### config.mk
export PLATFORM = sky130hd
export DESIGN_NAME = regFile
export DESIGN_NICKNAME = d
export VERILOG_FILES = /design/src/source/regFile.sv
export VERILOG_INCLUDE_DIRS = /design/src /design/src/include
export SDC_FILE = /design/constraint.sdc
export NUM_CORES = 2
export LEC_CHECK = 0
export BUFFER_PORTS_ARGS = -buffer_cell sky130_fd_sc_hd__buf_4
export CORE_MARGIN = 1.5
export CORE_UTILIZATION = 40
export CTS_CLUSTER_SIZE = 28
export DETAILED_ROUTE_END_ITERATION = 8
export GPL_TIMING_DRIVEN = 0
export PLACE_DENSITY = 0.63
export SETUP_SLACK_MARGIN = 0.1
export SYNTH_ARGS = -nofsm -noshare
export SYNTH_HDL_FRONTEND = slang
export SYNTH_SLANG_ARGS = --single-unit
### constraint.sdc
create_clock -name clk -period 4.12 [get_ports clk]
set_clock_uncertainty 0.05 [all_clocks]
set_input_delay 0.412 -clock clk [delete_from_list [all_inputs] [get_ports clk]]
set_output_delay 0.412 -clock clk [all_outputs]
set_load 0.1 [all_outputs]
### src/include/core_consts.svh
`ifndef CORE_CONSTS_SVH
`define CORE_CONSTS_SVH

// Data and address width
`define XLEN 32

// Register index width, x0 to x31
`define REG_AW 5

// Data memory depth in words, addresses wrap modulo the depth
`define DMEM_WORDS 256

// Program counter after reset
`define RESET_PC 32'h0000_0000

`endif

### src/source/regFile.sv
`timescale 1ns/1ns
`include "core_consts.svh"

module regFile (
    input  logic                clk,
    input  logic                rstN,
    input  logic [`REG_AW-1:0]  rs1,
    input  logic [`REG_AW-1:0]  rs2,
    output logic [`XLEN-1:0]    rs1Val,
    output logic [`XLEN-1:0]    rs2Val,
    input  logic                wrEn,
    input  logic [`REG_AW-1:0]  wrAddr,
    input  logic [`XLEN-1:0]    wrData
);

    logic [`XLEN-1:0] regs [2**`REG_AW];

    always_ff @(posedge clk or negedge rstN) begin
        if (!rstN) begin
            for (int i = 0; i < 2**`REG_AW; i++) begin
                regs[i] <= '0;
            end
        end else if (wrEn && wrAddr != '0) begin
            regs[wrAddr] <= wrData;
        end
    end

    // Same-cycle write passes straight to the reader
    always_comb begin
        if (wrEn && wrAddr != '0 && wrAddr == rs1) begin
            rs1Val = wrData;
        end else begin
            rs1Val = regs[rs1];
        end
        if (wrEn && wrAddr != '0 && wrAddr == rs2) begin
            rs2Val = wrData;
        end else begin
            rs2Val = regs[rs2];
        end
    end

    x0ReadsZero: assert property (@(posedge clk) disable iff (!rstN)
        (rs1 != '0 || rs1Val == '0) && (rs2 != '0 || rs2Val == '0));

endmodule

Word-level counts from Yosys, hierarchy flattened
Index checks and enable logic that the tools add are counted.

Reduce and logical (&&, ||, !) cells: 5. Muxes and demuxes: 11. Equal/unequal tests: 2. Bitwise gates (word level): 3. Order comparisons: 4.

Operator list (count): $bwmux 1024 (1); $bmux 32 s5 (2); $mux 32 (7); $demux 32 s5 (1); $ge 6x6->1 const B (3); $not 5->6 (3); $eq 5x5->1 (2); $lt 6x1->1 const B (1); $reduce_bool 5->1 (1); $logic_and 1x1->1 (4).

Bits of input ports: 50. Output and inout port bits: 64. Register bits after elaboration: 1024. Logic and storage cells: 57.

Depth between registers and ports, before layout
Word-level depth: 6. Depth in mapped cells: 9.

Least setup slack after synthesis
Ideal clock, no wire load.

Path kind: input -> output. Start point: input rs2[3]. End point: output rs2Val[18]. Data arrival time: 3.908 ns. Slack: -0.250 ns. Path buffers: 3. Required time: 3.658 ns. Stages: 8. Cells stage by stage: clkbuf_2 > inv_1 > or3_1 > clkbuf_1 > clkbuf_1 > o22ai_1 > or4_1 > o21ai_0.

Longest elaborated chain between the ends: 5.

Ends and longest elaborated chain: from (decl) (line regFile.sv:8) `` input logic [`REG_AW-1:0] rs2, ``; $not 5->6 (not written as such) (line regFile.sv:38) `rs2Val = regs[rs2];`; $bmux 32 s5 (line regFile.sv:38); $mux 32 (not written as such) (2 in series) (line regFile.sv:38); $mux 32 * (line regFile.sv:35) `if (wrEn && wrAddr != '0 && wrAddr == rs2) begin`; to (decl) (line regFile.sv:10) `` output logic [`XLEN-1:0] rs2Val, ``.

Mark *: on every way between the ends. The rest lies on a longest branch, timed or not. The select of a mux whose other input is x is not followed.

Worst setup path in the final report
Start point: input rs2[3]. End point: output rs2Val[14].

The elaborated chain is that of the path after synthesis.

==> out/qor.yml <==
run_status:
  status: "finished with violations"
  violations: "capacitance limit, slew limit, setup timing"
critical_path:
  cpMaxStageDelayCell: "o21ai_1"
  crit_start: "rs2[3]"
  worst_setup_path_start_kind: "input port"
  critPathKind: "in -> out"
  path_max_fanout: 10
  endpoint_kind: "output port"
  crit_path_max_incr_delay_ns: 0.53
  timing.rr.start: "regs[524]"
  endpoint: "rs2Val[14]"
  required_ns: 3.66
  reg2reg_to: "regs[524]"
  crit_buf_inv: 5
  r2r_setup_slack_ns: 3.16
  crit_family: "buffers and inverters"
  crit_path_cell_trace: "clkbuf_2 -> inv_1 -> or3_1 -> clkbuf_1 -> clkbuf_4 -> o22ai_1 -> or4_1 -> o21ai_1 -> buf_4"
  cp.arrival_ns: 3.72
  rr_worst_depth: 1
  crit_cells: 9
layout:
  multiInputGateArea_um2: 26000
  largest_register_ffs: 1024
  seqCellArea_um2: 25600
  final_cell_mix: "1024 x dfrtp_1, 993 x mux2_2, 509 x mux4_2"
  final_common_cell: "dfrtp_1"
  fill_cells: 11558
  area_growth_pct: 13.9
  reg.largest.list: "regs (1024)"
  regMostFlops: "regs"
  drive_gt1_frac: 0.522
  nets: 3792
route:
  wl_um: 201000
  drc: 0
  post_drt_wl_per_cell_um: 35.9
  via_per_inst: 6.61
  final_antenna_net_count: 0
  initialDrtViolationCount: 4767
  drt_pass1_iterations: 7
  dr_total_vias: 36965
clock_network:
  clkSinkCount: 1024
  cts_root_buffer: "clkbuf_16"
  worstSkewPairLatency_ns: 0.71
  cts_buffers: 109
  cts_max_path_buffers: 3
  cts_tree: "built"
  htree_levels: 3
  cts_setup_buffers: 0
  clk_pin_slew_ns: 0.06
synth:
  yosysSeqAreaShare: 0.480
  synth_seq_cells: 1024
  yosys_warnings: 0
  syn-num-nets: 3538
  ys_types: 41
  syn_area_um2: 53400
  synth.avg_cell_area_um2: 15.3
  synth_cells: 3488
hold_path:
  min_from: "wrData[29]"
  min_path_type: "in -> reg"
global_route:
  grt_pass1_wl_um: 280000
  grt_max_degree: 166
  first_global_vias: 36042
  overflow: 0
  antenna_found_initial: 18
  global_route.usage.total: 0.295
sta:
  fin_crit_sh: 1.02
  hold_violations: 0
  rsz0062_at_grt: "yes"
  maxSlewViolCount: 6
  worst_pin_slew_ns: 1.57
  hold_ws_ns: 0.0513
  fin_ws_ns: -0.0631
  max-slew-margin-rel: -0.0488
  fmax_ghz: 0.239
  setup_viol: 5
  fin_crit_ns: 4.18
power:
  power.internal_uw: 21600
  p_total_uw: 30900
  pwr-share-comb: 0.232
  p_seq_frac: 0.433
  irDropWorstVdd_mv: 0.382
  powerDensity_nw_per_um2: 508
  p_leak_uw: 0.0259
  p_sw_uw: 9280
  clkPwrFrac: 0.336
  switching_share: 0.300
floorplanning:
  rows: 133
  dieHeight_um: 368
  boundaryPins: 114
  initial_core_util: 0.405
  core_um2: 132000
  die_area_um2: 136000
  die_w_um: 368
place:
  port_buffers: 103
  place_hpwl_um: 144000
  place.gp.congestion: 1.03
flow_run:
  max-cap-violations: 2
## how the worst min path moves through the flow
stage / to / cells past startpoint
after global placement: regs[1018] / 1
final: regs[29] / 2
after CTS: regs[61] / 2
after detailed placement: regs[1014] / 1
after floorplan: regs[0] / 0
after global routing: regs[61] / 2
## cells in the mapped netlist
library cell  instances  area, µm²
o21ai_1              39        195
mux4_2              509      11500
a32oi_1               1       8.76
clkbuf_1            222        833
or3_1                 3       18.8
buf_6                 9        101
buf_2                83        415
a31oi_1               1       6.26
clkbuf_2              1       5.00
nand2_1              85        319
nor4_2                2       25.0
nor3b_1               4       30.0
or3b_2                1       8.76
a21bo_1               1       10.0
or2_2                 1       6.26
buf_1                49        184
o211ai_1              1       7.51
a22oi_1               2       15.0
a21oi_1               1       5.00
nand3_1              11       55.1
xor2_1                4       35.0
o21ai_0              23        115
nand3b_1              5       37.5
nand2b_1              2       12.5
or4_1                62        465
and3b_1               1       8.76
mux2_2              993      11200
a221oi_1              4       35.0
nor2b_1               5       31.3
nor3_1                1       5.00
buf_4                46        345
and2_1                2       12.5
dfrtp_1            1024      25600
nor2_1               22       82.6
a21bo_2               1       10.0
inv_1                 3       11.3
xnor2_1               6       52.6
o21bai_1              1       7.51
and3_1                1       6.26
mux2i_1               8       80.1
o22ai_1             248       1550
## layer usage
layer	wire length (µm)	global-route usage	up-vias
li1	-	-	14135
met1	79000	0.394	19868
met2	84800	0.412	2391
met3	25900	0.117	559
met4	11300	0.151	12
met5	78	0	-
## timing repair
| action | in CTS | in global routing |
|---|---|---|
| setup endpoints to repair | 60 | 21 |
| gates resized for setup | 48 | 34 |
| hold buffers | 32 | 0 |
| hold endpoints to repair | 245 | 0 |
## final cells by class
cell class              instances  share of cell area
multi-input cells            2051               0.427
flip-flops and latches       1024               0.421
clock buffers                 159              0.0532
well taps                    1755              0.0361
plain buffers                 410              0.0322
repair buffers                143              0.0216
clock inverters                36             0.00761
diodes                         15            0.000617
inverters                       3            0.000185
## power by group through the flow
stage | Clock [µW] | Combinational, µW | Sequential, µW
2_1_floorplan | 0 | 5150 | 13000
3_3_place_gp | 0 | 6820 | 13300
3_5_place_dp | 0 | 6980 | 13500
4_1_cts | 10500 | 7030 | 13300
5_1_grt | 10800 | 7440 | 13600
6_report | 10400 | 7150 | 13400
## through the flow
step,setup TNS [ns],setup WS (ns),cell area (µm²),std cells,utilization
after floorplan,0,0.394,53400,3488,-
after global placement,-,-10.06,56400,5346,0.427
after detailed placement,-15.68,-0.781,56600,5354,0.429
after CTS,0,0.0817,60700,5581,0.460
after global routing,0,0.0452,60800,5582,0.461
final,-0.165,-0.0631,60800,5596,0.461
## cells by family (layout without fill, tap and decap cells)
group | after synthesis | after routing | synth area share
mux | 1510 | 1510 | 0.425
xor+xnor | 10 | 10 | 0.00164
simple gates | 208 | 208 | 0.0211
buf+inv | 413 | 751 | 0.0355
flops | 1024 | 1024 | 0.480
other cells | 0 | 15 | 0
compound gates | 323 | 323 | 0.0368
Note: power is estimated with default switching activity, not from simulation.
