$ cat src/include/core_consts.svh
`ifndef CORE_CONSTS_SVH
`define CORE_CONSTS_SVH

// Data and address width
`define XLEN 32

// Register index width, x0 to x31
`define REG_AW 5

// Data memory depth in words, addresses wrap modulo the depth
`define DMEM_WORDS 256

// Program counter after reset
`define RESET_PC 32'h0000_0000

`endif

$ cat src/source/isaPkg.sv
package isaPkg;

    // RV32I major opcodes in the supported subset
    typedef enum logic [6:0] {
        opcReg    = 7'b0110011,
        opcImm    = 7'b0010011,
        opcLoad   = 7'b0000011,
        opcStore  = 7'b0100011,
        opcBranch = 7'b1100011
    } opcodeT;

    typedef enum logic [3:0] {
        aluAdd = 4'd0,
        aluSub = 4'd1,
        aluAnd = 4'd2,
        aluOr  = 4'd3,
        aluXor = 4'd4,
        aluSlt = 4'd5
    } aluOpT;

    // Decoded instruction, illegal encodings map to insNop
    typedef enum logic [3:0] {
        insNop  = 4'd0,
        insAdd  = 4'd1,
        insSub  = 4'd2,
        insAnd  = 4'd3,
        insOr   = 4'd4,
        insXor  = 4'd5,
        insSlt  = 4'd6,
        insAddi = 4'd7,
        insLw   = 4'd8,
        insSw   = 4'd9,
        insBeq  = 4'd10,
        insBne  = 4'd11
    } instrOpT;

endpackage

$ cat src/source/pipePkg.sv
`include "core_consts.svh"

package pipePkg;

    import isaPkg::*;

    // Contents of the decode-to-execute register
    typedef struct packed {
        logic                valid;
        instrOpT             op;
        aluOpT               aluOp;
        logic                useImm;
        logic                regWrite;
        logic                memRead;
        logic                memWrite;
        logic [`REG_AW-1:0]  rs1;
        logic [`REG_AW-1:0]  rs2;
        logic [`REG_AW-1:0]  rd;
        logic [`XLEN-1:0]    rs1Val;
        logic [`XLEN-1:0]    rs2Val;
        logic [`XLEN-1:0]    imm;
        logic [`XLEN-1:0]    pc;
    } decExeT;

    typedef struct packed {
        logic                valid;
        logic                regWrite;
        logic                memRead;
        logic                memWrite;
        logic [`REG_AW-1:0]  rd;
        logic [`XLEN-1:0]    aluResult;
        logic [`XLEN-1:0]    storeData;
        logic [`XLEN-1:0]    pc;
    } exeResT;

    // One register write as seen on the retire port
    typedef struct packed {
        logic                valid;
        logic [`REG_AW-1:0]  rd;
        logic [`XLEN-1:0]    data;
        logic [`XLEN-1:0]    pc;
    } retireT;

    typedef struct packed {
        logic                taken;
        logic [`XLEN-1:0]    target;
    } redirectT;

endpackage

$ cat src/source/executeStage.sv
`timescale 1ns/1ns
`include "core_consts.svh"

module executeStage (
    input  logic                clk,
    input  logic                rstN,
    input  pipePkg::decExeT     decExe,
    input  logic                fwdValid,
    input  logic [`REG_AW-1:0]  fwdRd,
    input  logic [`XLEN-1:0]    fwdData,
    output pipePkg::redirectT   redirect,
    output pipePkg::exeResT     exeRes
);

    import isaPkg::*;

    logic [`XLEN-1:0] opA;
    logic [`XLEN-1:0] rs2Fwd;
    logic [`XLEN-1:0] opB;
    logic [`XLEN-1:0] aluResult;
    logic             equal;

    // Bypass from the instruction one stage ahead
    always_comb begin
        if (fwdValid && fwdRd != '0 && fwdRd == decExe.rs1) begin
            opA = fwdData;
        end else begin
            opA = decExe.rs1Val;
        end
        if (fwdValid && fwdRd != '0 && fwdRd == decExe.rs2) begin
            rs2Fwd = fwdData;
        end else begin
            rs2Fwd = decExe.rs2Val;
        end
    end

    assign opB = decExe.useImm ? decExe.imm : rs2Fwd;

    always_comb begin
        case (decExe.aluOp)
            aluAdd:  aluResult = opA + opB;
            aluSub:  aluResult = opA - opB;
            aluAnd:  aluResult = opA & opB;
            aluOr:   aluResult = opA | opB;
            aluXor:  aluResult = opA ^ opB;
            aluSlt:  aluResult = {{(`XLEN-1){1'b0}}, $signed(opA) < $signed(opB)};
            default: aluResult = '0;
        endcase
    end

    assign equal = opA == rs2Fwd;

    always_comb begin
        redirect.taken  = decExe.valid &&
                          ((decExe.op == insBeq && equal) || (decExe.op == insBne && !equal));
        redirect.target = decExe.pc + decExe.imm;
    end

    always_ff @(posedge clk or negedge rstN) begin
        if (!rstN) begin
            exeRes <= '0;
        end else begin
            exeRes.valid     <= decExe.valid;
            exeRes.regWrite  <= decExe.regWrite;
            exeRes.memRead   <= decExe.memRead;
            exeRes.memWrite  <= decExe.memWrite;
            exeRes.rd        <= decExe.rd;
            exeRes.aluResult <= aluResult;
            exeRes.storeData <= rs2Fwd;
            exeRes.pc        <= decExe.pc;
        end
    end

    // Squashed shadow of a taken branch never redirects
    shadowNotTaken: assert property (@(posedge clk) disable iff (!rstN)
        redirect.taken |=> !redirect.taken);

endmodule

$ cat config.mk
export PLATFORM = sky130hd
export DESIGN_NAME = executeStage
export DESIGN_NICKNAME = d
export VERILOG_FILES = /design/src/source/isaPkg.sv /design/src/source/pipePkg.sv /design/src/source/executeStage.sv
export VERILOG_INCLUDE_DIRS = /design/src /design/src/include
export SDC_FILE = /design/constraint.sdc
export NUM_CORES = 1
export LEC_CHECK = 0
export BUFFER_PORTS_ARGS = -buffer_cell sky130_fd_sc_hd__buf_2
export CAP_MARGIN = 40
export CORE_MARGIN = 10
export CORE_UTILIZATION = 45
export CTS_CLUSTER_DIAMETER = 150
export DETAILED_ROUTE_END_ITERATION = 7
export GPL_ROUTABILITY_DRIVEN = 0
export PLACE_DENSITY = 0.83
export SLEW_MARGIN = 20
export SYNTH_ARGS = -nofsm -noshare
export SYNTH_HDL_FRONTEND = slang
export SYNTH_SLANG_ARGS = --single-unit
$ cat constraint.sdc
create_clock -name clk -period 6.1 [get_ports clk]
set_clock_uncertainty 0.05 [all_clocks]
set_input_delay 0.915 -clock clk [delete_from_list [all_inputs] [get_ports clk]]
set_output_delay 0.915 -clock clk [all_outputs]
set_load 0.005 [all_outputs]
-- After elaboration in Yosys (flattened, before gate mapping)
Cells that the tools add are included.
- bits in registers: 105
- bits in latches: 0
- memory bits (writable): 0
- memory bits (read-only): 0
- input port bits: 196
- logic and storage cells: 39
- memories kept: 0
- add/sub/neg operators: 3
- $mul: 0
- divide/modulo/power cells: 0
- magnitude comparators: 1
- equal/unequal tests: 10
- shift-type cells: 0
- multiplexer cells: 4
- bitwise logic cells: 3
- reductions and logical operators: 10
- operators with widths (cell ; number):
    case mux 32 bit (6 select lines) ; 1
    two-way mux 32 bit ; 3
    adder 32 bit ; 2
    bitwise AND 32 bit ; 1
    == test 32 bit ; 1
    less-than comparator 32 bit ; 1
    bitwise OR 32 bit ; 1
    subtractor 32 bit ; 1
    XOR 32 bit ; 1
    == test 5 bit ; 2
    == test 4 x 2 -> 1 bit (second input constant) ; 2
    == test 4 x 3 -> 1 bit (second input constant) ; 2
    == test 4 bit (second input constant) ; 2
    logical AND 1 bit ; 6
    nonzero test 5 bit ; 1
    == test 4 x 1 -> 1 bit (second input constant) ; 1
    zero test 4 bit ; 1
    zero test 1 bit ; 1
    logical OR 1 bit ; 1

-- Longest topological paths before layout
- word-level depth: 9
- mapped depth: 19
- depth with buffers taken out: 18

-- Worst setup path before layout
OpenSTA, ideal clock, no wires.
- kind: in2reg
- start: in fwdRd[1]
- end: reg exeRes[94] (netlist name)
- library setup time: 0.136 ns
- arrival: 5.018 ns
- data required time: 5.914 ns
- path slack: 0.896 ns
- cell stages on the path: 18
- buffers on the path: 1
- cells stage by stage: or4_1 nor2_2 nor4_2 buf_2 mux2_2 mux2_2 ha_1 fa_1 a21o_1 a21o_1 a2111o_1 a211oi_1 o21ai_0 a311oi_1 o22a_1 o21ai_0 xnor2_1 o21ai_0
- word-level cells in the longest chain between the ends: 7
- ends and longest elaborated chain (what ; RTL line ; RTL):
    start, declared ; executeStage.sv:9 ; input logic [`REG_AW-1:0] fwdRd,
    nonzero test 5 bit ; executeStage.sv:30 ; if (fwdValid && fwdRd != '0 && fwdRd == decExe.rs2) begin
    logical AND 1 bit ; executeStage.sv:30 ;
    logical AND 1 bit * ; executeStage.sv:30 ;
    two-way mux 32 bit * ; executeStage.sv:30 ;
    via rs2Fwd[0] ; executeStage.sv:18 ; logic [`XLEN-1:0] rs2Fwd;
    two-way mux 32 bit * ; executeStage.sv:37 ; assign opB = decExe.useImm ? decExe.imm : rs2Fwd;
    subtractor 32 bit / adder 32 bit (equally long branches) ; executeStage.sv:42, executeStage.sv:41 ;
    case mux 32 bit (6 select lines) * ; executeStage.sv:40 ; case (decExe.aluOp)
    via aluResult[30] ; executeStage.sv:20 ; logic [`XLEN-1:0] aluResult;
    end, declared ; executeStage.sv:12 ; output pipePkg::exeResT exeRes
The timed path passes the listed nets; every way through them passes the cells marked *.

-- Worst setup path after layout
- start: in fwdRd[2]
- end: reg exeRes[88] (netlist name)
Same word-level chain as after synthesis.

==> impl_metrics.env <==
export IMPL_max_clock_path_buffers=2
export IMPL_cp_depth=18
export IMPL_synth_async_sr_flop_share_pct=100
export IMPL_grt_setup_unrepaired="false"
export IMPL_worstHoldPathType="primary input to asynchronous set/reset pin"
export IMPL_cts_htree_levels=3
export IMPL_setup_tns_ns=0
export IMPL_dr_pass1_iters=6
export IMPL_timing_critical_path_max_delay_family="compound AO/OA/AOI/OAI gates"
export IMPL_place_port_buffers=333
export IMPL_timing_critical_path_slowest_cell_delay_ns=0.56
export IMPL_crit_path_kind="primary input to register"
export IMPL_post_cts_hold_buffer_count=0
export IMPL_relSlewSlack_pct=44.7
export IMPL_post_synth_top_area_fraction_pct=25.2
export IMPL_die_height_um=172
export IMPL_synth_nets=1536
export IMPL_synthCells=1204
export IMPL_post_synth_and_or_nand_nor_area_fraction_pct=12.5
export IMPL_wirelength_um=41600
export IMPL_vdd_drop_max_v=0.000141
export IMPL_area_growth_syn_to_fin_pct=23.4
export IMPL_yosys_mux_area_fraction_pct=10.2
export IMPL_synth_avg_cell_area_um2=8.66
export IMPL_gr_usage_met2_pct=45.4
export IMPL_post_synth_fa_ha_maj_area_fraction_pct=16.5
export IMPL_cp_max_fo=9
export IMPL_ant_nets=0
export IMPL_cts_post_setup_buffers_inserted=0
export IMPL_maxCapViolations=0
export IMPL_pin_count=334
export IMPL_report_final_hold_viol_count=0
export IMPL_design_final_nets=1856
export IMPL_post_synth_main_area_contributors="dfrtp_1 (25%), ha_1 (16%), mux2_2 (6.8%)"
export IMPL_drt_via_density=6.02
export IMPL_top_usage_layer="met2"
export IMPL_reg_largest_list="exeRes x105"
export IMPL_fmax_ghz=0.175
export IMPL_dr_total_vias=11000
export IMPL_top_reg_by_flops="exeRes"
export IMPL_detail_route_wl_per_cell_um=22.8
export IMPL_cellLeakagePower_nw=6.29
export IMPL_run_status="completed"
export IMPL_cp_required_ns=6.29
export IMPL_finalCritPeriodShare_pct=93.7
export IMPL_netlist_area_um2=10400
export IMPL_post_synth_top_area_cell="dfrtp_1"
export IMPL_slew_viol_final=0
export IMPL_yosys_most_used_dff="dfrtp_1"
export IMPL_post_route_cells_drive_above_1_share_pct=29.8
export IMPL_grtUsageTotal_pct=27.2
export IMPL_critPathCaptureType="register"
export IMPL_clk_pin_slew_ns=0.09
export IMPL_place_inst=1797
export IMPL_flip_flop_count_of_the_largest_register_after_layout=105
export IMPL_groute_layer_met3_usage_pct=5.77
export IMPL_cpMaxStageDelayCell="a2111oi_4"
export IMPL_synthesized_area_fraction_occupied_by_xor_and_xnor_cells_pct=7.98
export IMPL_cts_root_buf="clkbuf_16"
export IMPL_ys_warn_count=0
export IMPL_power_density_nw_per_um2=196
export IMPL_largest_family_of_logic_cells_by_synthesized_area="compound AO/OA/AOI/OAI gates"
export IMPL_die_area_um2=29600
export IMPL_timing_final_crit_period_ns=5.71
export IMPL_worstPathArrival_ns=5.90
export IMPL_finalNonFillerCells=1820
export IMPL_post_dp_hpwl_um=34300
export IMPL_crit_path_cell_trace="buf_2 -> xnor2_1 -> nand4_1 -> nor4_4 -> buf_4 -> mux2_2 -> mux2_2 -> ha_1 -> inv_1 -> a2111oi_4 -> a211oi_1 -> a21oi_1 -> o21ai_1 -> a21oi_2 -> o21ai_0 -> a211oi_1 -> xnor2_1 -> o21ai_0"
export IMPL_tritoncts_num_buffers=9
export IMPL_grt_pass1_vias=10700
export IMPL_yosysSeqAreaShare_pct=25.2
export IMPL_worst_slew_pin_slew_ns=0.809
export IMPL_tritoncts="built"
export IMPL_use_met1_pct=33.1
export IMPL_fp_dieW_um=172
export IMPL_grt_pass1_wl_um=62300
export IMPL_synth_compound_area_share_pct=22.0
export IMPL_gr_total_overflow=0
export IMPL_remaining_drc_errors=0
export IMPL_cp_buffers_inverters=3
export IMPL_core_area_um2=22700
export IMPL_setup_viols_final=0
export IMPL_grt_antenna_before_repair=6
export IMPL_critPathLaunchType="primary input"
export IMPL_cts_resized=0
export IMPL_synth_seq_cells=105
export IMPL_clock_sinks=105
export IMPL_unique_masters_post_synth=70
export IMPL_fp_row_count=55
export IMPL_synth_edff_count=0
export IMPL_start_util_pct=45.9
export IMPL_dr_first_iter_drc_count=1457
export IMPL_grt_max_degree=63
==> cell type report <==
cell class,count,area (um^2)
Clock inverter,7,113
Antenna cell,6,15.0
Inverter,100,375
Sequential cell,105,2630
Multi-Input combinational cell,947,7230
Clock buffer,9,225
Timing Repair Buffer,361,1920
Fill cell,2032,9850
Tap cell,285,357
==> worst paths after layout <==
| path | from | end | slack (ns) |
|---|---|---|---|
| max | fwdRd[2] | exeRes[88] | 0.39 |
| max in group asynchronous | rstN | exeRes[18] | 4.56 |
| min | rstN | exeRes[0] | 0.48 |
| min in group clk | decExe[128] | exeRes[96] | 0.59 |
==> synthesized netlist by cell type (15+ instances only) <==
cell	number
a21o_1	33
a21oi_1	104
a221oi_1	23
clkbuf_1	40
dfrtp_1	105
ha_1	133
inv_1	98
mux2_2	63
mux2i_1	35
nand2_1	42
nand3_1	15
nor2_1	96
nor3_1	29
o21ai_0	78
o21bai_1	18
xnor2_1	77
xor2_1	18
==> cells in the final DEF, fill, tap and decap left out, types with 4 or more instances in the layout <==
master / instances
o31a_1: 5
nand3_1: 15
a21o_1: 33
a21oi_1: 104
o21bai_1: 18
nor4_1: 14
a31oi_1: 7
or3_1: 10
a211oi_1: 11
o311ai_0: 4
xor2_1: 18
o211ai_1: 12
o221ai_1: 5
mux2i_1: 35
clkbuf_16: 9
o21a_1: 9
o21ai_0: 78
o31ai_1: 5
mux2_2: 63
nand2_1: 42
dfrtp_1: 105
and3_1: 7
xnor2_1: 77
nor3_1: 28
nand4_1: 8
clkinv_8: 4
nor2_1: 96
buf_2: 332
inv_1: 98
ha_1: 133
a221oi_1: 23
diode_2: 6
nand2b_1: 12
o21ai_1: 4
buf_4: 27
nor2b_1: 14
==> metal layers <==
layer	wire, um	share of wire, %
met1	15800	38
met5	0	0
met2	19600	47
met4	1890	4.5
met3	4370	11
==> metrics by stage <==
stage                     total power, mW  utilization (%)  area (um^2)  worst slack, ns  hold slack (ns)
after floorplan                      1.43                -        10400            0.896            0.569
after global placement               1.82             54.8        12400           0.0165            0.893
after detailed placement             1.84             55.0        12500            0.175            0.897
after CTS                            2.50             56.4        12800            0.529            0.506
after global routing                 2.65             56.6        12900            0.204            0.527
final                                2.52             56.6        12900            0.387            0.484
==> where the power goes <==
part	switching [mW]	internal [mW]
clock	0.324	0.335
sequential	0.0141	0.742
combinational	0.659	0.449
==> cells by family after synthesis <==
logic type / after synthesis
simple gates: 266
xor+xnor: 95
fa+ha+maj: 136
buf+inv: 152
flops: 105
compound gates: 352
mux: 98
No activity file was read; power rests on OpenSTA's default activity.
