==> src/include/core_consts.svh <==
`ifndef CORE_CONSTS_SVH
`define CORE_CONSTS_SVH

// Data and address width
`define XLEN 32

// Register index width, x0 to x31
`define REG_AW 5

// Data memory depth in words, addresses wrap modulo the depth
`define DMEM_WORDS 256

// Program counter after reset
`define RESET_PC 32'h0000_0000

`endif

==> src/source/isaPkg.sv <==
package isaPkg;

    // RV32I major opcodes in the supported subset
    typedef enum logic [6:0] {
        opcReg    = 7'b0110011,
        opcImm    = 7'b0010011,
        opcLoad   = 7'b0000011,
        opcStore  = 7'b0100011,
        opcBranch = 7'b1100011
    } opcodeT;

    typedef enum logic [3:0] {
        aluAdd = 4'd0,
        aluSub = 4'd1,
        aluAnd = 4'd2,
        aluOr  = 4'd3,
        aluXor = 4'd4,
        aluSlt = 4'd5
    } aluOpT;

    // Decoded instruction, illegal encodings map to insNop
    typedef enum logic [3:0] {
        insNop  = 4'd0,
        insAdd  = 4'd1,
        insSub  = 4'd2,
        insAnd  = 4'd3,
        insOr   = 4'd4,
        insXor  = 4'd5,
        insSlt  = 4'd6,
        insAddi = 4'd7,
        insLw   = 4'd8,
        insSw   = 4'd9,
        insBeq  = 4'd10,
        insBne  = 4'd11
    } instrOpT;

endpackage

==> src/source/pipePkg.sv <==
`include "core_consts.svh"

package pipePkg;

    import isaPkg::*;

    // Contents of the decode-to-execute register
    typedef struct packed {
        logic                valid;
        instrOpT             op;
        aluOpT               aluOp;
        logic                useImm;
        logic                regWrite;
        logic                memRead;
        logic                memWrite;
        logic [`REG_AW-1:0]  rs1;
        logic [`REG_AW-1:0]  rs2;
        logic [`REG_AW-1:0]  rd;
        logic [`XLEN-1:0]    rs1Val;
        logic [`XLEN-1:0]    rs2Val;
        logic [`XLEN-1:0]    imm;
        logic [`XLEN-1:0]    pc;
    } decExeT;

    typedef struct packed {
        logic                valid;
        logic                regWrite;
        logic                memRead;
        logic                memWrite;
        logic [`REG_AW-1:0]  rd;
        logic [`XLEN-1:0]    aluResult;
        logic [`XLEN-1:0]    storeData;
        logic [`XLEN-1:0]    pc;
    } exeResT;

    // One register write as seen on the retire port
    typedef struct packed {
        logic                valid;
        logic [`REG_AW-1:0]  rd;
        logic [`XLEN-1:0]    data;
        logic [`XLEN-1:0]    pc;
    } retireT;

    typedef struct packed {
        logic                taken;
        logic [`XLEN-1:0]    target;
    } redirectT;

endpackage

==> src/source/decodeStage.sv <==
`timescale 1ns/1ns
`include "core_consts.svh"

module decodeStage (
    input  logic                clk,
    input  logic                rstN,
    input  logic [`XLEN-1:0]    fetchInstr,
    input  logic [`XLEN-1:0]    fetchPc,
    input  logic                fetchValid,
    input  pipePkg::redirectT   redirect,
    output logic [`REG_AW-1:0]  rs1,
    output logic [`REG_AW-1:0]  rs2,
    input  logic [`XLEN-1:0]    rs1Val,
    input  logic [`XLEN-1:0]    rs2Val,
    output pipePkg::decExeT     decExe
);

    import isaPkg::*;
    import pipePkg::*;

    logic [2:0] funct3;
    logic [6:0] funct7;
    instrOpT    op;
    decExeT     dec;

    assign funct3 = fetchInstr[14:12];
    assign funct7 = fetchInstr[31:25];
    assign rs1    = fetchInstr[19:15];
    assign rs2    = fetchInstr[24:20];

    always_comb begin
        op = insNop;
        case (fetchInstr[6:0])
            opcReg: begin
                if (funct7 == 7'b0000000) begin
                    case (funct3)
                        3'b000:  op = insAdd;
                        3'b010:  op = insSlt;
                        3'b100:  op = insXor;
                        3'b110:  op = insOr;
                        3'b111:  op = insAnd;
                        default: op = insNop;
                    endcase
                end else if (funct7 == 7'b0100000 && funct3 == 3'b000) begin
                    op = insSub;
                end
            end
            opcImm: begin
                if (funct3 == 3'b000) begin
                    op = insAddi;
                end
            end
            opcLoad: begin
                if (funct3 == 3'b010) begin
                    op = insLw;
                end
            end
            opcStore: begin
                if (funct3 == 3'b010) begin
                    op = insSw;
                end
            end
            opcBranch: begin
                if (funct3 == 3'b000) begin
                    op = insBeq;
                end else if (funct3 == 3'b001) begin
                    op = insBne;
                end
            end
            default: op = insNop;
        endcase
    end

    always_comb begin
        dec          = '0;
        dec.valid    = fetchValid;
        dec.op       = fetchValid ? op : insNop;
        case (dec.op)
            insSub:  dec.aluOp = aluSub;
            insAnd:  dec.aluOp = aluAnd;
            insOr:   dec.aluOp = aluOr;
            insXor:  dec.aluOp = aluXor;
            insSlt:  dec.aluOp = aluSlt;
            default: dec.aluOp = aluAdd;
        endcase
        dec.useImm   = dec.op inside {insAddi, insLw, insSw};
        dec.regWrite = dec.op inside {insAdd, insSub, insAnd, insOr, insXor, insSlt,
                                      insAddi, insLw};
        dec.memRead  = dec.op == insLw;
        dec.memWrite = dec.op == insSw;
        dec.rs1      = rs1;
        dec.rs2      = rs2;
        dec.rd       = fetchInstr[11:7];
        dec.rs1Val   = rs1Val;
        dec.rs2Val   = rs2Val;
        dec.pc       = fetchPc;
        // I, S or B format immediate
        case (fetchInstr[6:0])
            opcStore:  dec.imm = {{20{fetchInstr[31]}}, fetchInstr[31:25], fetchInstr[11:7]};
            opcBranch: dec.imm = {{19{fetchInstr[31]}}, fetchInstr[31], fetchInstr[7],
                                  fetchInstr[30:25], fetchInstr[11:8], 1'b0};
            default:   dec.imm = {{20{fetchInstr[31]}}, fetchInstr[31:20]};
        endcase
    end

    always_ff @(posedge clk or negedge rstN) begin
        if (!rstN) begin
            decExe <= '0;
        end else if (redirect.taken) begin
            decExe <= '0;
        end else begin
            decExe <= dec;
        end
    end

    // Both younger slots stay empty after a flush
    flushClearsValid: assert property (@(posedge clk) disable iff (!rstN)
        ($past(redirect.taken) || $past(redirect.taken, 2)) |-> !decExe.valid);

endmodule

==> config.mk <==
export PLATFORM = sky130hd
export DESIGN_NAME = decodeStage
export DESIGN_NICKNAME = d
export VERILOG_FILES = /design/src/source/isaPkg.sv /design/src/source/pipePkg.sv /design/src/source/decodeStage.sv
export VERILOG_INCLUDE_DIRS = /design/src /design/src/include
export SDC_FILE = /design/constraint.sdc
export NUM_CORES = 1
export LEC_CHECK = 0
export ABC_AREA = 1
export BUFFER_PORTS_ARGS = -buffer_cell sky130_fd_sc_hd__buf_2
export CAP_MARGIN = 20
export CORE_AREA = 2 2 127 129
export CTS_CLUSTER_DIAMETER = 30
export DETAILED_ROUTE_END_ITERATION = 6
export DIE_AREA = 0 0 129 131
export PLACE_DENSITY = 0.75
export SLEW_MARGIN = 20
export SYNTH_ARGS = -nofsm -noshare
export SYNTH_HDL_FRONTEND = slang
export SYNTH_SLANG_ARGS = --single-unit
export TNS_END_PERCENT = 100
==> constraint.sdc <==
create_clock -name clk -period 2.9 [get_ports clk]
set_input_delay 0.58 -clock clk [delete_from_list [all_inputs] [get_ports clk]]
set_output_delay 0.58 -clock clk [all_outputs]
set_load 0.01 [all_outputs]
### Word level (Yosys, flattened, before mapping)

Cells that the tools add are included.

| storage, ports and cells | value |
|---|---|
| register bits | 156 |
| latch bits | 0 |
| bits in writable memories | 0 |
| memory bits (read-only) | 0 |
| input bits | 164 |
| output and inout bits | 166 |
| memories kept | 0 |

| operators by class | value |
|---|---|
| add/sub/neg operators | 0 |
| multiply operators | 0 |
| divide/modulo/power cells | 0 |
| order comparisons | 0 |
| equality and inequality tests | 20 |
| shift operators | 0 |
| muxes and demuxes | 13 |
| bitwise gates (word level) | 0 |
| reduce and logical (&&, ||, !) cells | 5 |

Operators with widths:

| operator | number |
|---|---|
| $mux W156 | 1 |
| $pmux W3 S5 | 2 |
| $mux W4 | 6 |
| $pmux W12 S2 | 1 |
| $eq A7 B6 Y1 const B | 3 |
| $pmux W4 S5 | 1 |
| $eq A4 B3 Y1 const B | 4 |
| $eq A3 B3 Y1 const B | 3 |
| $eq A4 B2 Y1 const B | 2 |
| $eq A4 B4 Y1 const B | 2 |
| $reduce_bool A8 Y1 | 1 |
| $eq A7 B2 Y1 const B | 1 |
| $eq A7 B5 Y1 const B | 1 |
| $eq A7 B7 Y1 const B | 1 |
| $logic_not A7 Y1 | 1 |
| $eq A4 B1 Y1 const B | 1 |
| $eq A3 B1 Y1 const B | 1 |
| $eq A3 B2 Y1 const B | 1 |
| $logic_not A3 Y1 | 1 |
| $mux W3 | 1 |
| $reduce_bool A3 Y1 | 1 |
| $mux W2 | 1 |
| $logic_and A1 B1 Y1 | 1 |

### Depth between registers and ports, before layout

| logic depth | value |
|---|---|
| depth in word-level cells | 9 |
| mapped depth | 12 |
| mapped depth without buffers | 12 |

### Least setup slack after synthesis

Ideal clock, no wire load.

| path | value |
|---|---|
| path type | input to register |
| start point | input fetchInstr[3] |
| end point | register decExe[148] in the netlist's numbering |
| library setup time | 0.074 ns |
| data arrival time | 1.451 ns |
| setup slack | 1.375 ns |
| stages on the path | 9 |
| buffers on the path | 0 |
| cells stage by stage | nor2_1 nand2_1 nor2_1 nand3_1 nand3_2 nand2_2 nor2_1 nand2_1 o21ai_2 |

| on the way | value |
|---|---|
| word-level cells in the longest chain between the ends | 6 |
| elaborated cells on any way between the ends | 14 |
| classes of those cells | 10 x eq/ne; 4 x mux |

Ends and longest elaborated chain:

| element | RTL line | source |
|---|---|---|
| start, declared | decodeStage.sv:7 | `` input logic [`XLEN-1:0] fetchInstr, `` |
| $eq A7 B7 Y1 (tied with other cells) | decodeStage.sv:33 | `case (fetchInstr[6:0])` |
| $pmux W4 S5 * | decodeStage.sv:33 |  |
| $mux W4 * | decodeStage.sv:77 | `dec.op = fetchValid ? op : insNop;` |
| $eq A4 B3 Y1 / $eq A4 B2 Y1 (equally long branches) | decodeStage.sv:78 | `case (dec.op)` |
| $pmux W3 S5 * | decodeStage.sv:78 |  |
| $mux W156 * | decodeStage.sv:109 | `end else if (redirect.taken) begin` |
| end signal, assigned | decodeStage.sv:108 | `decExe <= '0;` |
| end signal, assigned | decodeStage.sv:110 | `decExe <= '0;` |
| end signal, assigned | decodeStage.sv:112 | `decExe <= dec;` |
| end, declared | decodeStage.sv:15 | `output pipePkg::decExeT decExe` |

Every way passes the cells marked *; elsewhere a longest branch is shown, timed or not.

==> impl_metrics.py <==
metrics = {
    "timing": {
        "tightest_slew_ns": 0.593,
        "holdWs_ns": 0.145,
        "fin_tns_setup_ns": 0,
        "period_needed_ns": 1.83,
        "fmax_mhz": 546,
        "final_max_slew_viol_count": 0,
        "max_slew_margin": 0.605,
        "rsz0062_at_grt": "no",
        "setup_viol": 0,
        "fin_crit_sh": 0.631,
        "setup_slack_ns": 1.07,
        "hold_viol": 0,
    },
    "clock_network": {
        "cts-root-buf": "clkbuf_16",
        "cts.sinks": 136,
        "ctsHoldBuffers": 0,
        "cts_setup_buffers": 0,
        "cts_buffers": 17,
        "h-tree-depth": 4,
        "cts_resized": 0,
        "cts_tree": "built",
        "clkTransAtPathRegs_ns": 0.06,
        "clockBufferDepth": 2,
    },
    "global_routing": {
        "antenna_found_initial": 0,
        "grt-ovfl-total": 0,
        "track_usage": 0.152,
        "grt_max_degree": 62,
        "grt_pass1_vias": 3779,
        "grt_pass1_wl_mm": 19.3,
    },
    "worst_setup_path": {
        "crit_family": "flip-flops",
        "crit_arrival_ns": 1.25,
        "cpMaxStageDelayCell": "dfrtp_1",
        "cp-start-kind": "register",
        "crit_start": "decExe[62]",
        "crit_path_end_kind": "primary output",
        "crit_required_ns": 2.32,
        "path_max_fanout": 20,
        "slowest_delay_ns": 0.62,
        "critPathBufInv": 1,
        "crit_type": "register to primary output",
        "path_cells": "buf_2",
        "cp_num_cells": 1,
    },
    "layout": {
        "drive_gt1_frac": 0.431,
        "antenna_cells": 0,
        "largest-register": "decExe",
        "largest_reg_flops": 136,
        "fin_area_mm2": 0.00721,
        "reg_top3": "decExe (136)",
        "finish.utilization": 0.463,
        "synthToLayoutAreaGrowth_pct": 41.4,
        "layout.nets": 967,
        "fin_cells": 1032,
    },
    "yosys": {
        "async_flop_share": 1.00,
        "ys_seq_area_frac": 0.667,
        "synth_edf_count": 0,
        "syn_inst": 528,
        "avgSynthCellArea_um2": 9.66,
        "synth-main-ff-cell": "dfrtp_1",
        "synth-warning-count": 0,
        "syn_nets": 692,
        "synth_cell_types": 24,
        "ys_ff_latch": 136,
        "synthesis.area_mm2": 0.00510,
    },
    "routing": {
        "drtIter0Drc": 127,
        "ant_nets": 0,
        "wirelength_mm": 13.2,
        "firstDrtPassIters": 4,
        "viasPerCell": 3.91,
        "drc": 0,
        "wire_per_inst_um": 12.8,
        "vias": 4030,
    },
    "power": {
        "ir_drop_mv": 0.387,
        "p_sw_mw": 1.13,
        "swShare": 0.244,
        "pwr-share-seq": 0.435,
        "power.internal_mw": 3.49,
        "cellLeakagePower_nw": 4.51,
        "combinationalPowerShare": 0.097,
        "p_per_area_mw_per_mm2": 640,
        "power.total_mw": 4.62,
        "pwr-share-clk": 0.468,
    },
    "place": {
        "dp_hpwl_mm": 9.80,
        "port_buffers": 296,
        "post-place-cells": 1000,
        "pre_cts_slack_ns": 0.954,
        "dpl_cell_area_mm2": 0.00662,
        "gp_congestion": 0.819,
    },
    "floorplanning": {
        "dieArea_mm2": 0.0169,
        "rows": 46,
        "die_h_um": 131,
        "die_w_um": 129,
        "pin_count": 330,
        "core_area_mm2": 0.0156,
        "initial_core_util": 0.327,
    },
    "worst_hold_path": {
        "hold_path.class": "input port to asynchronous set/reset pin",
    },
    "outcome": {
        "status": "finished, final reports clean",
    },
    "flow_run": {
        "drv_cap": 0,
    },
}
==> cell families after synthesis <==
logic type	Yosys count	synth area share
AOI/OAI and AO/OA	16	0.0177
buffers and inverters	180	0.156
DFF	136	0.667
other	1	0.000735
and+or+nand+nor	195	0.158
==> path summary, 6_finish.rpt <==
| path | slack, ns | to |
|---|---|---|
| max in group asynchronous | 2.01 | decExe[33] |
| worst max-delay path | 1.07 | decExe[58] |
| worst min-delay path | 0.14 | decExe[124] |
| min in group clk | 0.36 | decExe[101] |
==> metal layers <==
layer	GRT usage	vias up	wire length [µm]
met3	0.0419	19	789
li1	-	2005	-
met5	0	-	0
met2	0.265	150	6800
met1	0.177	1856	5350
met4	0.0659	0	295
==> power groups by stage <==
stage,Combinational (mW),Clock [mW],Sequential (mW)
2_1_floorplan,0.153,0,2.10
3_3_place_gp,0.449,0,2.04
6_report,0.448,2.16,2.01
5_1_grt,0.506,2.30,2.02
4_1_cts,0.459,2.21,2.01
3_5_place_dp,0.457,0,2.04
==> layout make-up <==
type                    count  area [µm²]
flip-flops and latches    136        3400
well taps                 216         270
clock inverters            12         140
fillers                  1479        8380
clock buffers              20         457
repair buffers            300        1530
multi-input cells         212         900
inverters                 136         512
==> synth_stat cells, types with 2 or more instances <==
master      n  share of area
nand3_1    10         0.0098
buf_4      30          0.044
nor2_2      4         0.0049
inv_1     131          0.096
buf_1       5         0.0037
nand2_1    27          0.020
nand3_2     2         0.0039
nor3_2      2         0.0039
nand2_2     5         0.0061
o21ai_0     7         0.0069
buf_2       7         0.0069
nand4_1     2         0.0025
a21oi_1     6         0.0059
nor2_1    141           0.10
clkbuf_1    2         0.0015
dfrtp_1   136           0.67
inv_2       4         0.0029
==> cell usage in the layout, fill, tap and decap left out <==
| cell type | netlist | final |
|---|---|---|
| buf_12 | 0 | 1 |
| nor2_1 | 141 | 141 |
| nand2_1 | 27 | 27 |
| buf_4 | 30 | 4 |
| clkinv_4 | 0 | 3 |
| nor3_2 | 2 | 2 |
| buf_2 | 7 | 294 |
| inv_1 | 131 | 131 |
| bufinv_16 | 0 | 2 |
| clkinvlp_4 | 0 | 3 |
| nand3_1 | 10 | 10 |
| conb_1 | 1 | 1 |
| nand4_1 | 2 | 2 |
| clkinv_2 | 1 | 2 |
| clkbuf_8 | 0 | 2 |
| o21ai_0 | 7 | 7 |
| clkbuf_1 | 2 | 1 |
| nor2_4 | 1 | 1 |
| buf_6 | 0 | 1 |
| nand2_2 | 5 | 5 |
| a21oi_1 | 6 | 6 |
| nor2_2 | 4 | 4 |
| nor3_1 | 1 | 1 |
| o21ai_2 | 1 | 1 |
| o21bai_1 | 1 | 1 |
| a21oi_2 | 1 | 1 |
| inv_6 | 0 | 3 |
| clkbuf_16 | 0 | 17 |
| dfrtp_1 | 136 | 136 |
| inv_2 | 4 | 4 |
| nand3_2 | 2 | 2 |
Note: power is estimated with default switching activity, not from simulation.
