## config.mk

```make
export PLATFORM = sky130hd
export DESIGN_NAME = fetchUnit
export DESIGN_NICKNAME = d
export VERILOG_FILES = /design/src/source/isaPkg.sv /design/src/source/pipePkg.sv /design/src/source/fetchUnit.sv
export VERILOG_INCLUDE_DIRS = /design/src /design/src/include
export SDC_FILE = /design/constraint.sdc
export NUM_CORES = 1
export LEC_CHECK = 0
export ABC_AREA = 1
export BUFFER_PORTS_ARGS = -buffer_cell sky130_fd_sc_hd__buf_2
export CAP_MARGIN = 30
export CORE_ASPECT_RATIO = 1.2
export CORE_MARGIN = 5
export CORE_UTILIZATION = 35
export CTS_BUF_LIST = sky130_fd_sc_hd__clkbuf_8
export CTS_CLUSTER_DIAMETER = 60
export DETAILED_ROUTE_END_ITERATION = 7
export SLEW_MARGIN = 20
export SYNTH_ARGS = -nofsm -noshare
export SYNTH_HDL_FRONTEND = slang
export SYNTH_SLANG_ARGS = --single-unit
```

## constraint.sdc

```tcl
create_clock -name clk -period 2.85 [get_ports clk]
set_input_delay 0 -clock clk [delete_from_list [all_inputs] [get_ports clk]]
set_output_delay 0 -clock clk [all_outputs]
set_load 0.1 [all_outputs]
```

## src/include/core_consts.svh

```systemverilog
`ifndef CORE_CONSTS_SVH
`define CORE_CONSTS_SVH

// Data and address width
`define XLEN 32

// Register index width, x0 to x31
`define REG_AW 5

// Data memory depth in words, addresses wrap modulo the depth
`define DMEM_WORDS 256

// Program counter after reset
`define RESET_PC 32'h0000_0000

`endif

```

## src/source/isaPkg.sv

```systemverilog
package isaPkg;

    // RV32I major opcodes in the supported subset
    typedef enum logic [6:0] {
        opcReg    = 7'b0110011,
        opcImm    = 7'b0010011,
        opcLoad   = 7'b0000011,
        opcStore  = 7'b0100011,
        opcBranch = 7'b1100011
    } opcodeT;

    typedef enum logic [3:0] {
        aluAdd = 4'd0,
        aluSub = 4'd1,
        aluAnd = 4'd2,
        aluOr  = 4'd3,
        aluXor = 4'd4,
        aluSlt = 4'd5
    } aluOpT;

    // Decoded instruction, illegal encodings map to insNop
    typedef enum logic [3:0] {
        insNop  = 4'd0,
        insAdd  = 4'd1,
        insSub  = 4'd2,
        insAnd  = 4'd3,
        insOr   = 4'd4,
        insXor  = 4'd5,
        insSlt  = 4'd6,
        insAddi = 4'd7,
        insLw   = 4'd8,
        insSw   = 4'd9,
        insBeq  = 4'd10,
        insBne  = 4'd11
    } instrOpT;

endpackage

```

## src/source/pipePkg.sv

```systemverilog
`include "core_consts.svh"

package pipePkg;

    import isaPkg::*;

    // Contents of the decode-to-execute register
    typedef struct packed {
        logic                valid;
        instrOpT             op;
        aluOpT               aluOp;
        logic                useImm;
        logic                regWrite;
        logic                memRead;
        logic                memWrite;
        logic [`REG_AW-1:0]  rs1;
        logic [`REG_AW-1:0]  rs2;
        logic [`REG_AW-1:0]  rd;
        logic [`XLEN-1:0]    rs1Val;
        logic [`XLEN-1:0]    rs2Val;
        logic [`XLEN-1:0]    imm;
        logic [`XLEN-1:0]    pc;
    } decExeT;

    typedef struct packed {
        logic                valid;
        logic                regWrite;
        logic                memRead;
        logic                memWrite;
        logic [`REG_AW-1:0]  rd;
        logic [`XLEN-1:0]    aluResult;
        logic [`XLEN-1:0]    storeData;
        logic [`XLEN-1:0]    pc;
    } exeResT;

    // One register write as seen on the retire port
    typedef struct packed {
        logic                valid;
        logic [`REG_AW-1:0]  rd;
        logic [`XLEN-1:0]    data;
        logic [`XLEN-1:0]    pc;
    } retireT;

    typedef struct packed {
        logic                taken;
        logic [`XLEN-1:0]    target;
    } redirectT;

endpackage

```

## src/source/fetchUnit.sv

```systemverilog
`timescale 1ns/1ns
`include "core_consts.svh"

module fetchUnit (
    input  logic                clk,
    input  logic                rstN,
    input  pipePkg::redirectT   redirect,
    output logic [`XLEN-1:0]    imemAddr,
    input  logic [`XLEN-1:0]    imemData,
    output logic [`XLEN-1:0]    fetchInstr,
    output logic [`XLEN-1:0]    fetchPc,
    output logic                fetchValid
);

    logic [`XLEN-1:0] pc;
    logic [`XLEN-1:0] nextPc;

    assign imemAddr = pc;

    // Branch target wins over sequential fetch
    always_comb begin
        if (redirect.taken) begin
            nextPc = redirect.target;
        end else begin
            nextPc = pc + `XLEN'(4);
        end
    end

    always_ff @(posedge clk or negedge rstN) begin
        if (!rstN) begin
            pc <= `RESET_PC;
        end else begin
            pc <= nextPc;
        end
    end

    // Word in flight is squashed on redirect
    always_ff @(posedge clk or negedge rstN) begin
        if (!rstN) begin
            fetchValid <= 1'b0;
        end else begin
            fetchValid <= !redirect.taken;
        end
    end

    always_ff @(posedge clk) begin
        fetchInstr <= imemData;
        fetchPc    <= pc;
    end

endmodule

```

After elaboration in Yosys (flattened, before gate mapping) --
Cells that the tools add are included.
Word-level totals: register bits 97, bits in latches 0, RAM bits 0, memory bits (read-only) 0, bits of input ports 67, output and inout port bits 97, logic and storage cells 7, memories kept 0
Cells by class: $add $sub $neg 1, multipliers 0, div/mod/pow operators 0, order comparisons 0, eq/ne operators 0, shift-type cells 0, multiplexer cells 1, bitwise operators 0, reductions and logical operators 1
Operators with widths (count):
- 32-bit by 3-bit adder with 32-bit output (second input constant) | 1
- 32-bit 2-to-1 mux | 1
- 1-bit zero test | 1

Depth between registers and ports, before layout --
Gate-level depths: netlist (run 1).
depth in word-level cells 2, mapped depth 9, mapped depth without buffers 9

Worst setup path after synthesis (run 1) --
No wires, ideal clock.
path kind register -> register, start point register pc[2], in the netlist imemAddr[2], end point register pc[26], in the netlist imemAddr[26], library setup time 0.118 ns, arrival time 2.036 ns, data required time 2.732 ns, slack 0.696 ns, stages on the path, launching flop included 9, path buffers 0, period minus slack after synthesis 2.154 ns, cell sequence dfrtp_1 > ha_1 > nand2_2 > nor2_4 > nand2_4 > nor2_4 > nand3_1 > nand3_1 > nand2_1
On the way: word-level cells in the longest chain between the ends 2
RTL lines:
- start, declared | RTL line fetchUnit.sv:15 | logic [`XLEN-1:0] pc;
- start signal, assigned | RTL line fetchUnit.sv:31 | pc <= `RESET_PC;
- start signal, assigned | RTL line fetchUnit.sv:33 | pc <= nextPc;
- 32-bit by 3-bit adder with 32-bit output | RTL line fetchUnit.sv:25 | nextPc = pc + `XLEN'(4);
- 32-bit 2-to-1 mux | RTL line fetchUnit.sv:22 | if (redirect.taken) begin
- via nextPc[26] | RTL line fetchUnit.sv:16 | logic [`XLEN-1:0] nextPc;
The timed path passes the listed nets, and every way through them passes these cells.

Worst setup path in the final report (run 1) --
start point register pc[2], in the netlist imemAddr[2], end point register pc[24], in the netlist imemAddr[24]
Same word-level chain as after synthesis.

==> results of run 1 <==
==> power by group through the flow <==
| stage | clock network (mW) | logic, mW | registers [mW] |
|---|---|---|---|
| 3_5_place_dp | 0 | 1.14 | 1.59 |
| 3_3_place_gp | 0 | 1.14 | 1.58 |
| 5_1_grt | 1.09 | 1.25 | 1.58 |
| 6_report | 0.998 | 1.20 | 1.56 |
| 4_1_cts | 1.03 | 1.21 | 1.56 |
| 2_1_floorplan | 0 | 0.114 | 2.39 |
==> layer usage <==
| metal | wire [um] | vias up |
|---|---|---|
| li1 | - | 1615 |
| met3 | 910 | 11 |
| met4 | 166 | 0 |
| met5 | 0 | - |
| met1 | 4090 | 1430 |
| met2 | 4950 | 144 |
==> critical path: stages (launching register included) <==
cell     delay [ps]
dfrtp_1         440
ha_1            220
nand2_2          90
nor2_4          200
nand2_2         100
nor2_2          180
nand3_1          90
nand3_1          90
nand2_1          70
==> sequential cells by signal (all words and copies together) (netlist names) <==
signal      count
fetchInstr     32
fetchPc        32
fetchValid      1
imemAddr       32
==> stage by stage <==
step | setup slack [ps] | hold WS, ps | total power, mW | utilization, %
finish | 1260 | 185 | 3.76 | 54.6
floorplan | 696 | -296 | 2.51 | -
detailed placement | 1300 | 104 | 2.73 | 45.3
global route | 1160 | 208 | 3.91 | 54.6
CTS | 1260 | 183 | 3.80 | 54.6
global placement | 1350 | 103 | 2.72 | 45.3
==> layout make-up <==
class                           count  area (um2)  share of cell area [%]
Tap cell                          123         154                    2.99
Clock buffer                       10         138                    2.67
Multi-Input combinational cell    245        1090                    21.3
Timing Repair Buffer              229        1470                    28.6
Clock inverter                      6        88.8                    1.73
Inverter                           24        90.1                    1.75
Sequential cell                    97        2110                    40.9
==> synthesized netlist by cell type (all sizes together) <==
cell type	number
nor2	50
o21ai	9
ha	1
a21oi	4
dfrtp	33
nand3	30
clkbuf	4
dfxtp	64
xor2	3
nand2	141
inv	24
and2	3
buf	3
a31oi	1
or2	3
==> kinds of logic after synthesis <==
logic type                 count (synthesis)
AOI/OAI and AO/OA                         14
xor gates and xnor gates                   3
adders and majority gates                  1
buffers and inverters                     31
DFF                                       97
and+or+nand+nor                          227
==> final timing paths <==
kind	endpoint	startpoint	cells past startpoint
min in group asynchronous	imemAddr[31]	rstN	2
max in group asynchronous	imemAddr[30]	rstN	2
hold reg to reg	fetchPc[0]	imemAddr[0]	0
setup / recovery	imemAddr[24]	imemAddr[2]	8
setup reg to reg	imemAddr[24]	imemAddr[2]	8
hold / removal	imemAddr[21]	redirect[32]	4
==> repair_timing <==
action,4_1_cts,5_1_grt
hold endpoints to repair,97,0
hold buffers,65,0
setup buffers,0,0
==> results.md, run 1 <==
- The run finished with clean final reports.
- The switching power is 1.56 mW.
- Of the total power, the share spent switching nets is 41.4%.
- The average footprint of a synthesized cell is 8.94 um2.
- The combinational family with the most area after synthesis is simple AND/OR/NAND/NOR gates.
- The arrival time at the worst endpoint is 1840 ps.
- The synthesized design devotes to its leading area cell type 38.4% of total area.
- After synthesis the netlist holds a flip-flop and latch count of 97.
- The most common library cell in the layout ignoring fill and taps is buf_2.
- The total overflow left after global routing is 0.
- Max-cap violations in this run came to 0.
- The number of resized instances in the post-cts repair step is 0.
- Compared with the post-synthesis result, the final layout area differs by 54.3%.
- Of the total synthesized cell area, the portion taken by XOR and XNOR cells is 0.788%.
- The synthesized netlist devotes 2.14% of its cell area to compound gates.
- The simple logic cell fraction of the synthesized area is 29.5%.
- The finished layout cell area is 5150 um2.
- Measured along the x axis, the die boundary spans 99.1 um.
- The worst setup path is launched from a register.
- The sum of net half-perimeters after detailed placement is 7.26 mm.
- The floorplan die area is 11600 um2.
- In the layout the commonest cells are buf_2 (163), nand2_1 (136), dlygate4sd3_1 (65).
- For this design the static power due to leakage is 2.58 nW.
- Summing every instance area after synthesis gives 3330 um2.
- The clock latency at the later pin of the worst-skew pair is 360 ps.
- Buffers placed on the I/O ports in this run total 163.
- At the pin with the least slew margin, the transition time is 831 ps.
- After the first detailed-routing iteration, the DRC count stood at 126.
- Synthesis handed over a netlist of 373 instances.
- The height of the die is 117 um.
- Leaving out filler cells and counting taps, the final layout contains 734.
- The portion of total power attributed to combinational logic is 32.0%.
- The TritonCTS buffer count is 9.
- Setup repair after global routing left no endpoint under its margin.
- The TritonCTS clock tree is done.
- The number of warnings issued by yosys is 0.
- dfxtp_1 takes more of the synthesized area than any other cell.
- The congestion estimate from routability-driven global placement came to 0.868.
- After detailed routing, the number of remaining DRC violations is 0.
- The number of top-level pins is 164.
- Derived from the worst setup path, the maximum achievable clock frequency is 630 MHz.
- The filler cells instantiated in the layout total 866.
- The met1 track utilization from global routing is 20.1%.
- The wire length of the first global-routing pass is 15.7 mm.
- The share of power burned in the clock network is 26.5%.
- The number of vias after detailed routing is 3200.
- In this run the core area contains 39 standard-cell rows.
- The via count of the first global-routing pass was 3138.
- The number of distinct library cell variants in the gate-level netlist after synthesis is 22.
- The clock net in this run drives a total of 97 sinks.
- The class of the most critical setup path is reg -> reg.
- The H-tree was split into 3 levels.
- The worst hold path belongs to the class in -> reg.
- The number of hold violations in the final report is 0.
- For this run, global-route usage on met2 was measured as 31.1%.
- In the final design database the tool counted 674 nets.
- In the final routed layout, each cell accounts on average for 13.8 um.
- The internal power summed over all cells is 2.20 mW.
- Global routing consumed, on the met3 layer, 5.39% of the routing resources.
- After detailed routing, the number of vias per cell comes to 4.36.
- The total inserted antenna cells is 0.
- Clock-pin slew was measured on the worst setup and hold paths at 90 ps.
- The multiplexer area fraction after synthesis is 0%.
- The worst relative slew slack is 44.5%.
- The sequential cell fraction of total power is 41.4%.
- The number of nets with antenna violations after detailed routing is 0.
- Across the routed clock network, the largest skew measured is 5.48 ps.
- At the worst endpoint, the required time is 3100 ps.
- The minimum setup slack among reg-to-reg paths is 1260 ps.
- The number of nets in the synthesized netlist is 441.
- Of all nets on the critical path, the largest fanout is 6.
- The root buffer cell is clkbuf_8.
- The initial antenna violation count came to 0.
- After detailed placement, the design holds a cell count of 653.
- The global-route usage over all layers is 17.5%.
- For this run, the detailed router's first-pass iteration total came to 4.
- After detailed routing, the total wire length is 10.1 mm.
- The register area share after synthesis is 63.2%.
- The time the final worst path needs with I/O delays and setup is 1590 ps.
- The worst setup path is captured at a register.
- The maximum resistive drop on vdd is 0.300 mV.
- The maximum clock insertion buffer count is 2.
- In this run the power density over the cells is 730 nW/um2.
- After floorplanning, the core was sized to cover 9420 um2.
- Of the total synthesized cell area, the portion taken by full adders, half adders and majority gates is 0.375%.
- The final number of max-transition violations came to 0.
- The part of the cycle the worst path needs is 55.7%.
- The placed instances occupy a cell area of 4270 um2.
- The starting density of the core is 35.4%.
- Entering global routing, the biggest net connects 41 pins.
- The most utilized layer in the global route result is met2.
- By area the synthesized netlist is led by dfxtp_1 (38%), dfrtp_1 (25%), nand2_1 (15%).
- In the final layout, the share of cells above drive strength 1 is 32.2%.
- The total of endpoints with negative setup slack in the final report is 0.
- After routing, the total negative slack on setup checks comes to 0 ps.
Note: power is estimated with default switching activity, not from simulation.
==> run 2: changes to the inputs <==
--- a/config.mk
+++ b/config.mk
@@ -6,7 +6,7 @@
 export SDC_FILE = /design/constraint.sdc
 export NUM_CORES = 1
 export LEC_CHECK = 0
-export ABC_AREA = 1
+export ABC_AREA = 0
 export BUFFER_PORTS_ARGS = -buffer_cell sky130_fd_sc_hd__buf_2
 export CAP_MARGIN = 30
 export CORE_ASPECT_RATIO = 1.2
@@ -15,6 +15,7 @@
 export CTS_BUF_LIST = sky130_fd_sc_hd__clkbuf_8
 export CTS_CLUSTER_DIAMETER = 60
 export DETAILED_ROUTE_END_ITERATION = 7
+export PLACE_DENSITY = 0.67
 export SLEW_MARGIN = 20
 export SYNTH_ARGS = -nofsm -noshare
 export SYNTH_HDL_FRONTEND = slang
==> constraint.sdc (replaced) <==
create_clock -name clk -period 1.45 [get_ports clk]
set_input_delay 0 -clock clk [delete_from_list [all_inputs] [get_ports clk]]
set_output_delay 0 -clock clk [all_outputs]
set_load 0.1 [all_outputs]
==> run 2 against run 1 <==
- the run now ends with setup timing left
- critical path depth down 3
- count of clock-buffer cells in the layout unchanged
- sequential cell count unchanged
- critical path type unchanged
==> results.md, run 2 <==
- The arrival time at the worst endpoint is 1930 ps.
- The kind of launch point of the worst setup path is a register.
- After detailed routing, the number of remaining DRC violations is 0.
- The number of cells on the worst reg-to-reg path is 5.
- The synthesized net count is 328.
- The flow ran to the end, but the final reports show violations.
- The final routed wire length divided by cell count is 14.7 um.
- The wire length of the first global-routing pass is 14.4 mm.
- The fraction of synthesized cell area taken by the top area cell type is 41.1%.
- The commonest cells after synthesis are dfxtp_1 (64), dfrtp_1 (33), nand2_1 (23).
- After global routing the overflow that remains totals 0.
- The number of hold violations in the final report is 0.
- The worst setup slack before clock tree synthesis is -287 ps.
- Across the run, the number of max-cap violations was 0.
- The type of the most critical hold path is in -> reg.
- The root buffer cell is clkbuf_8.
- In this run, placement finished with an instance count of 566.
- The final number of max-transition violations is 0.
- The highest attainable clock frequency is 605 MHz.
- Global routing consumed, over all layers together, 17.0% of the routing resources.
- The design draws 7.67 mW.
- The worst register-to-register path begins at imemAddr[19].
- Traced cell by cell, the critical path runs through and4_4 > nand4_4 > buf_6 > or4_1 > a31oi_1.
- The via count of the first global-routing pass is 2989.
- The clock drives 97 sinks.
- Synthesis inferred 97 register bits.
- Measured against its own limit, the worst slew margin works out to 48.3%.
- For this run, asynchronously set or reset flops after synthesis account for 34.0%.
- Ranked by total cell area, the synthesized netlist is headed by dfxtp_1 (41%), dfrtp_1 (26%), or4_1 (3.4%).
- The number of top-level pins is 164.
- The number of vias after detailed routing is 3030.
- The area of the multi-input gates is 1010 um2.
- In this run, the number of DRC markers left after iteration 0 of detailed routing was 55.
- The finished layout holds 655 standard cells, fillers aside.
- The checks that failed: setup timing.
- The aggregate routed wire length is 9.61 mm.
- The slowest library cell on the worst path is dfrtp_4.
- The finished layout cell area is 5450 um2.
- The layout overhead on the synthesized area is 74.5%.
- For this run, the slowest stage of the critical path takes 410 ps.
- Setup slack on the worst reg-to-reg path comes out at -200 ps.
- The last weighted congestion value of the routability-driven placer is 0.762.
- Once the floorplan was initialized, standard cells occupied 36.0% of the core.
- Summing all placed instances gives a cell area of 4410 um2.
- The post-synthesis cell area is 3120 um2.
- The total number of nets in the final design is 601.
- The count of buffers inserted at the top-level ports is 163.
- Clock latency on the worst-skew pair, taken at its later pin, is 360 ps.
- The class of the most critical setup path is reg -> reg.
- Entering global routing, the biggest net connects 34 pins.
- Together, buffers and inverters on the worst path number 1.
- The width of the die is 96.2 um.
- The critical path capture point type is a register.
- The post-route worst setup slack is -202 ps.
- For the worst setup path, the data required time is 1730 ps.
- The final critical path takes up 114% of the cycle.
- Subtracting the final worst setup slack from the clock period gives 1650 ps.
- Setup repair after global routing could not meet its margin everywhere.
- For hold timing, the worst endpoint is imemAddr[16].
- The top cell types in the final layout, fill and taps aside, are buf_2 (162), dlygate4sd3_1 (65), dfxtp_1 (64).
- The floorplan die area is 10900 um2.
- The synthesized design contains 0 enable-type register cells.
- The floorplan step set the die height to 113 um.
- The maximum fanout along the worst path is 7.
- TritonCTS built the clock tree.
- In the routed layout, each cell is associated on average with a via count of 4.63.
- The clock arrives with 8.91 ps of skew.
- The floorplan has 37 rows.
- The library cell used most frequently in the layout, excluding fill and tap cells, is buf_2.
- The clock-pin slew of the registers on the worst-case setup and hold paths is 90 ps.
- For this run, the register share of the synthesized area comes to 67.5%.
- The initial antenna violation count is 0.
- Among cell families on the critical path, the largest total delay comes from simple AND/OR/NAND/NOR gates.
- The maximum resistive drop on vdd is 0.735 mV.
- The H-tree level count is 3.
- Once detail routing completed, the nets flagged for antenna violations numbered 0.
- Dividing total power by cell area gives a power density of 1410 nW/um2.
- The biggest area contributor in the post-synthesis netlist is dfxtp_1.
- The total of endpoints with negative setup slack in the final report is 21.
- The endpoint of the lowest-slack register-to-register path is imemAddr[28].
- In the post-synthesis netlist, the cell with the most instances is dfxtp_1.
- The core area is 8660 um2.
- The number of distinct library cell variants in the gate-level netlist after synthesis is 29.
- The filler cell count is 697.
- The maximum clock insertion buffer count is 2.
- The startpoint of the most critical hold path is redirect[32].
- The most instantiated flip-flop cell in the synthesis netlist is dfxtp_1.
- During synthesis, Yosys emitted a total of 0 warnings.
- Clock tree synthesis inserted a total of 9 buffers.
- The average footprint of a synthesized cell is 12.0 um2.
- The HPWL after detailed placement is 6.54 mm.
- The sequential standard cell area is 2180 um2.
- The pin slew with the least headroom to its limit is 776 ps.
- The number of instances in the synthesized netlist is 260.
- The ratio of cells with drive above 1 in the final layout is 51.1%.
- For this design the static power due to leakage is 2.46 nW.
- The pre-antenna-repair detailed-routing pass consisted of 4 iterations.
- Counting instances, the worst hold path has a depth of 3.
- The total inserted antenna cells is 0.
[run 2: repair_timing]
action / in CTS / in global routing
hold endpoints to repair: 97 / 0
setup buffers: 5 / 3
pin swaps: 10 / 18
hold buffers: 65 / 0
resized for setup: 16 / 15
setup endpoints to repair: 18 / 23
[run 2: layer usage]
metal,up-vias,wire [um],global-route usage [%]
li1,1472,-,-
met5,-,0,0
met3,14,952,4.75
met1,1429,3530,18.3
met4,0,150,6.07
met2,115,4980,31.0
[run 2: final cells by class]
class,count,area share (%)
sequential,97,40.1
timing repair buffer,277,34.3
multi-input combinational,145,18.5
tap,117,2.69
clock buffer,10,2.53
clock inverter,6,1.65
inverter,3,0.207
[run 2: report_power, final]
group | switching, mW | total, mW | internal, mW
Combinational | 2.10 | 2.66 | 0.562
Sequential | 0.110 | 3.05 | 2.94
Clock | 0.925 | 1.95 | 1.03
Total | 3.14 | 7.67 | 4.53
[run 2: cells by family after synthesis]
family	share of synthesized area [%]
AOI/OAI and AO/OA	8.94
xor gates and xnor gates	3.09
adders and majority gates	0.401
buffers and inverters	3.13
DFF	67.5
muxes	1.08
and+or+nand+nor	15.8
[run 2: worst max path at each step]
stage / startpoint / endpoint / slack [ps] / depth (start not counted)
after floorplan: imemAddr[3] / imemAddr[30] / -510 / 7
after global placement: imemAddr[10] / imemAddr[31] / -260 / 4
after detailed placement: imemAddr[11] / imemAddr[31] / -290 / 4
after CTS: imemAddr[3] / imemAddr[24] / -200 / 6
after global routing: imemAddr[3] / imemAddr[28] / -260 / 5
final: imemAddr[19] / imemAddr[28] / -200 / 5
[run 2: through the flow]
step | setup TNS, ps | hold slack [ps] | util (%)
6_report | -2580 | 23.2 | 62.9
5_1_grt | -4030 | 33.5 | 62.9
4_1_cts | -2680 | 12.5 | 62.0
3_5_place_dp | -3470 | 104 | 51.0
3_3_place_gp | -2890 | 102 | 51.0
2_1_floorplan | -6970 | -296 | -
[run 2: worst reg2reg max path: stages (launching register included)]
cell     delay [ps]
dfrtp_4         410
and4_4          260
nand4_4         170
buf_6           180
or4_1           390
a31oi_1         170
